$ cat config.mk
export PLATFORM = sky130hd
export DESIGN_NAME = rv_decode
export DESIGN_NICKNAME = d
export VERILOG_FILES = /design/src/logic/rv_pkg.sv /design/src/logic/rv_decode.sv
export SDC_FILE = /design/constraint.sdc
export NUM_CORES = 1
export LEC_CHECK = 0
export CAP_MARGIN = 20
export CORE_MARGIN = 10
export CORE_UTILIZATION = 40
export DETAILED_ROUTE_END_ITERATION = 12
export DONT_BUFFER_PORTS = 1
export PLACE_DENSITY_LB_ADDON = 0.25
export SYNTH_ARGS = -nofsm -noshare
export SYNTH_HDL_FRONTEND = slang
export SYNTH_SLANG_ARGS = --single-unit
$ cat constraint.sdc
create_clock -name vclk -period 6.1
set_clock_uncertainty 0.1 [all_clocks]
set_input_delay 1.83 -clock vclk [all_inputs]
set_output_delay 1.83 -clock vclk [all_outputs]
set_load 0.01 [all_outputs]
$ cat src/logic/rv_pkg.sv
`default_nettype none

// Shared ISA widths, encodings and ALU op codes for the RV64I execute slice.
package rv_pkg;

  // Datapath and register file geometry.
  localparam int xlen       = 64; // Register width.
  localparam int reg_addr_w = 5;  // Register address width.
  localparam int reg_num    = 32; // Number of general registers.
  localparam int instr_w    = 32; // Instruction width.
  localparam int shamt_w    = 6;  // RV64 shift amount width.

  // Reset value, also returned by a disabled read port.
  localparam logic [xlen-1:0] reg_init = '0;

  // Major opcodes.
  localparam logic [6:0] opc_op     = 7'b0110011; // Register-register ALU.
  localparam logic [6:0] opc_op_imm = 7'b0010011; // Register-immediate ALU.
  localparam logic [6:0] opc_lui    = 7'b0110111; // Load upper immediate.

  // funct3 field values, shared by OP and OP-IMM.
  localparam logic [2:0] f3_add_sub = 3'b000;
  localparam logic [2:0] f3_sll     = 3'b001;
  localparam logic [2:0] f3_slt     = 3'b010;
  localparam logic [2:0] f3_sltu    = 3'b011;
  localparam logic [2:0] f3_xor     = 3'b100;
  localparam logic [2:0] f3_srl_sra = 3'b101;
  localparam logic [2:0] f3_or      = 3'b110;
  localparam logic [2:0] f3_and     = 3'b111;

  // funct7 field values.
  // Bit 30 picks SUB over ADD and SRA over SRL.
  localparam logic [6:0] f7_base = 7'b0000000;
  localparam logic [6:0] f7_alt  = 7'b0100000;

  // ALU operations.
  typedef enum logic [3:0] {
    alu_add  = 4'd0,
    alu_sub  = 4'd1,
    alu_sll  = 4'd2,
    alu_slt  = 4'd3,
    alu_sltu = 4'd4,
    alu_xor  = 4'd5,
    alu_srl  = 4'd6,
    alu_sra  = 4'd7,
    alu_or   = 4'd8,
    alu_and  = 4'd9
  } alu_op_e;

endpackage

`default_nettype wire

$ cat src/logic/rv_decode.sv
`timescale 1ns/1ps
`default_nettype none

// Instruction decoder for the OP, OP-IMM and LUI groups.
// Purely combinational.
module rv_decode (
  input  logic                          instr_valid,
  input  logic [rv_pkg::instr_w-1:0]    instr,
  output logic [rv_pkg::reg_addr_w-1:0] rs1_addr,
  output logic [rv_pkg::reg_addr_w-1:0] rs2_addr,
  output logic [rv_pkg::reg_addr_w-1:0] rd_addr,
  output logic                          rs1_en,
  output logic                          rs2_en,
  output logic                          rd_we,
  output logic                          use_imm,
  output logic                          illegal_instr,
  output logic [rv_pkg::xlen-1:0]       imm,
  output rv_pkg::alu_op_e               alu_op
);

  logic [6:0]              opcode;
  logic [2:0]              funct3;
  logic [6:0]              funct7;
  logic [5:0]              funct6; // OP-IMM shifts use one bit more shamt.
  logic                    f7_is_base;
  logic                    f7_is_alt;
  logic                    f6_is_base;
  logic                    f6_is_alt;
  logic                    legal;
  logic [rv_pkg::xlen-1:0] imm_i;
  logic [rv_pkg::xlen-1:0] imm_u;

  // Fixed instruction fields.
  assign opcode = instr[6:0];
  assign funct3 = instr[14:12];
  assign funct7 = instr[31:25];
  assign funct6 = instr[31:26];

  assign rd_addr  = instr[11:7];
  assign rs1_addr = instr[19:15];
  assign rs2_addr = instr[24:20];

  assign f7_is_base = (funct7 == rv_pkg::f7_base);
  assign f7_is_alt  = (funct7 == rv_pkg::f7_alt);
  assign f6_is_base = (funct6 == rv_pkg::f7_base[6:1]); // Bit 25 is shamt[5].
  assign f6_is_alt  = (funct6 == rv_pkg::f7_alt[6:1]);

  // I-type immediate, sign extended.
  assign imm_i = {{(rv_pkg::xlen-12){instr[31]}}, instr[31:20]};
  // U-type immediate, shifted up and sign extended from bit 31.
  assign imm_u = {{(rv_pkg::xlen-32){instr[31]}}, instr[31:12], 12'b0};

  always_comb begin
    legal   = 1'b0;
    rs1_en  = 1'b0;
    rs2_en  = 1'b0;
    use_imm = 1'b0;
    imm     = imm_i;
    alu_op  = rv_pkg::alu_add;

    case (opcode)
      rv_pkg::opc_op: begin
        rs1_en = 1'b1;
        rs2_en = 1'b1;
        case (funct3)
          rv_pkg::f3_add_sub: begin
            if (f7_is_base) begin
              alu_op = rv_pkg::alu_add;
              legal  = 1'b1;
            end else if (f7_is_alt) begin
              alu_op = rv_pkg::alu_sub; // SUB.
              legal  = 1'b1;
            end
          end
          rv_pkg::f3_srl_sra: begin
            if (f7_is_base) begin
              alu_op = rv_pkg::alu_srl;
              legal  = 1'b1;
            end else if (f7_is_alt) begin
              alu_op = rv_pkg::alu_sra; // SRA.
              legal  = 1'b1;
            end
          end
          rv_pkg::f3_sll: begin
            alu_op = rv_pkg::alu_sll;
            legal  = f7_is_base;
          end
          rv_pkg::f3_slt: begin
            alu_op = rv_pkg::alu_slt;
            legal  = f7_is_base;
          end
          rv_pkg::f3_sltu: begin
            alu_op = rv_pkg::alu_sltu;
            legal  = f7_is_base;
          end
          rv_pkg::f3_xor: begin
            alu_op = rv_pkg::alu_xor;
            legal  = f7_is_base;
          end
          rv_pkg::f3_or: begin
            alu_op = rv_pkg::alu_or;
            legal  = f7_is_base;
          end
          rv_pkg::f3_and: begin
            alu_op = rv_pkg::alu_and;
            legal  = f7_is_base;
          end
        endcase
      end

      rv_pkg::opc_op_imm: begin
        rs1_en  = 1'b1;
        use_imm = 1'b1;
        legal   = 1'b1; // Only shifts have further constraints.
        case (funct3)
          rv_pkg::f3_add_sub: alu_op = rv_pkg::alu_add;
          rv_pkg::f3_slt:     alu_op = rv_pkg::alu_slt;
          rv_pkg::f3_sltu:    alu_op = rv_pkg::alu_sltu;
          rv_pkg::f3_xor:     alu_op = rv_pkg::alu_xor;
          rv_pkg::f3_or:      alu_op = rv_pkg::alu_or;
          rv_pkg::f3_and:     alu_op = rv_pkg::alu_and;
          rv_pkg::f3_sll: begin
            alu_op = rv_pkg::alu_sll;
            legal  = f6_is_base; // SLLI has no alternate form.
          end
          rv_pkg::f3_srl_sra: begin
            alu_op = f6_is_alt ? rv_pkg::alu_sra : rv_pkg::alu_srl;
            legal  = f6_is_base | f6_is_alt;
          end
        endcase
      end

      rv_pkg::opc_lui: begin
        use_imm = 1'b1;   // rs1 stays disabled, so operand a is zero.
        imm     = imm_u;
        legal   = 1'b1;
      end

      default: ; // Everything else is illegal.
    endcase

    // No operand reads for a rejected encoding.
    if (!legal) begin
      rs1_en = 1'b0;
      rs2_en = 1'b0;
    end
  end

  assign rd_we         = instr_valid & legal;
  assign illegal_instr = instr_valid & ~legal;

endmodule

`default_nettype wire

==> impl_metrics.yaml <==
critical_path:
  path_delay_family: "simple AND/OR/NAND/NOR gates"
  cp_max_fo: 5
  arrival_ps: 3350
  critPathSlowestCell: "or3b_4"
  path_cells: "or3b_4 -> or3_4 -> or3_1 -> a31oi_1"
  worst_setup_path_end_kind: "output port"
  cp-start-kind: "input port"
  cpPeakStageDelay_ps: 400
  cp_num_buf_inv: 0
  crit_required_ps: 4170
  critical_path_class: "in2out"
synthesis:
  yosysUniqueCellTypes: 25
  synth_top_area_cell: "buf_4"
  synthTopCellsByArea: "buf_4, a21o_1, nor2b_1, clkbuf_1, xor2_1"
  synth_top_cells_by_count: "buf_4, a21o_1, nor2b_1"
  synth_top_area_frac: 0.411
  yosysSeqAreaShare: 0
  synth_area_um2: 876
  synth_cells: 131
  yosysMostFrequentCell: "buf_4"
  avgSynthCellArea_um2: 6.69
  ys_warn_count: 0
  syn_nets: 164
pwr:
  max-vdd-ir-drop_v: 0.0000213
  pwr_density_cell_nw_per_um2: 56.3
  finalPower_uw: 31.0
  power.leakage_uw: 0.000304
routing:
  drt_pre_antenna_iters: 4
  wl_per_cell_um: 21.2
  wl_um: 2250
  vias: 601
  ant_nets: 0
  via_per_inst: 5.67
  drt_iter0_drc: 14
  drc: 0
cells_and_area:
  nets: 114
  final_util: 0.272
  fillerInstances: 227
  area_delta_synth_final_pct: -37.1
  seq_area_um2: 0
  layout-drive-gt1-share: 0.0886
  clock_buffers: 0
  stdcell_area_um2: 551
  seq_cells: 0
  antenna_cells: 0
floorplanning:
  die_w_um: 66.8
  core_area_um2: 2020
  io_pins: 121
  rows: 16
  initial_utilization: 0.433
  dieArea_um2: 4460
  die_y_um: 66.8
cts:
  hold_buffers: 0
  post_cts_buffers: 0
  cts_resized: 0
global_route:
  grt_pass1_wl_um: 3230
  grtUsageTotal: 0.0858
  antenna_found_initial: 0
  grt_max_degree: 36
  overflow: 0
  first_global_vias: 606
sta:
  fmax_mhz: 189
  tightest_slew_ps: 595
  hold_viol_final: 0
  period_minus_slack_ps: 5280
  setup_tns_ps: 0
  period_share: 0.865
  drv_slew: 0
  setup_violations: 0
  slew_headroom: 0.601
  rsz0062_at_grt: "false"
  timing.final.ws_setup_ps: 822
placed_design:
  dpl.hpwl_um: 1930
  routabilityCongestion: 0.861
  placed_area_um2: 551
  port-buffer-count: 0
  dp_slack_ps: 802
min_path:
  holdCritPathClass: "in2out"
status:
  status: "finished, final reports clean"
run:
  maxCapViolations: 0
worst paths after layout:
check | start | end | slack, ps | depth (start not counted)
worst min-delay path | instr[7] | rd_addr[0] | 3560 | 0
worst max-delay path | instr[6] | rd_we | 820 | 4
cell families after synthesis:
group	share of synthesized area
compound gates	0.254
xor+xnor	0.0400
buf+inv	0.463
simple gates	0.243
cell type report:
cell class / instances / area (um2) / share of cell area
Multi-Input combinational cell: 71 / 475 / 0.864
Tap cell: 27 / 33.8 / 0.0614
Timing Repair Buffer: 3 / 22.5 / 0.0409
Inverter: 5 / 18.8 / 0.0341
cell usage in the layout, fill, tap and decap left out, types with 3 or more instances in the layout:
| cell | instances |
|---|---|
| a31oi_1 | 4 |
| buf_4 | 3 |
| nor2_1 | 3 |
| xor2_1 | 3 |
| nor2b_1 | 13 |
| nor3_1 | 3 |
| nand2_1 | 4 |
| inv_1 | 5 |
| a21o_1 | 20 |
report_power, final:
group          switching [uW]  internal (uW)
clock network               0              0
logic                    18.6           12.4
registers                   0              0
per-stage QoR:
step | hold slack, ps | cells
floorplan | 3640 | 131
global placement | 3560 | 106
detailed placement | 3560 | 106
CTS | 3560 | 106
global route | 3560 | 106
finish | 3560 | 106
routing by layer:
metal | share of wire | track usage | up-vias | wire length, um
li1 | - | - | 283 | -
met1 | 0.32 | 0.0936 | 278 | 719
met2 | 0.52 | 0.152 | 40 | 1160
met3 | 0.16 | 0.0435 | 0 | 367
met4 | 0 | 0.00262 | 0 | 0
met5 | 0 | 0 | - | 0
Power figures use the tool's default switching activity.
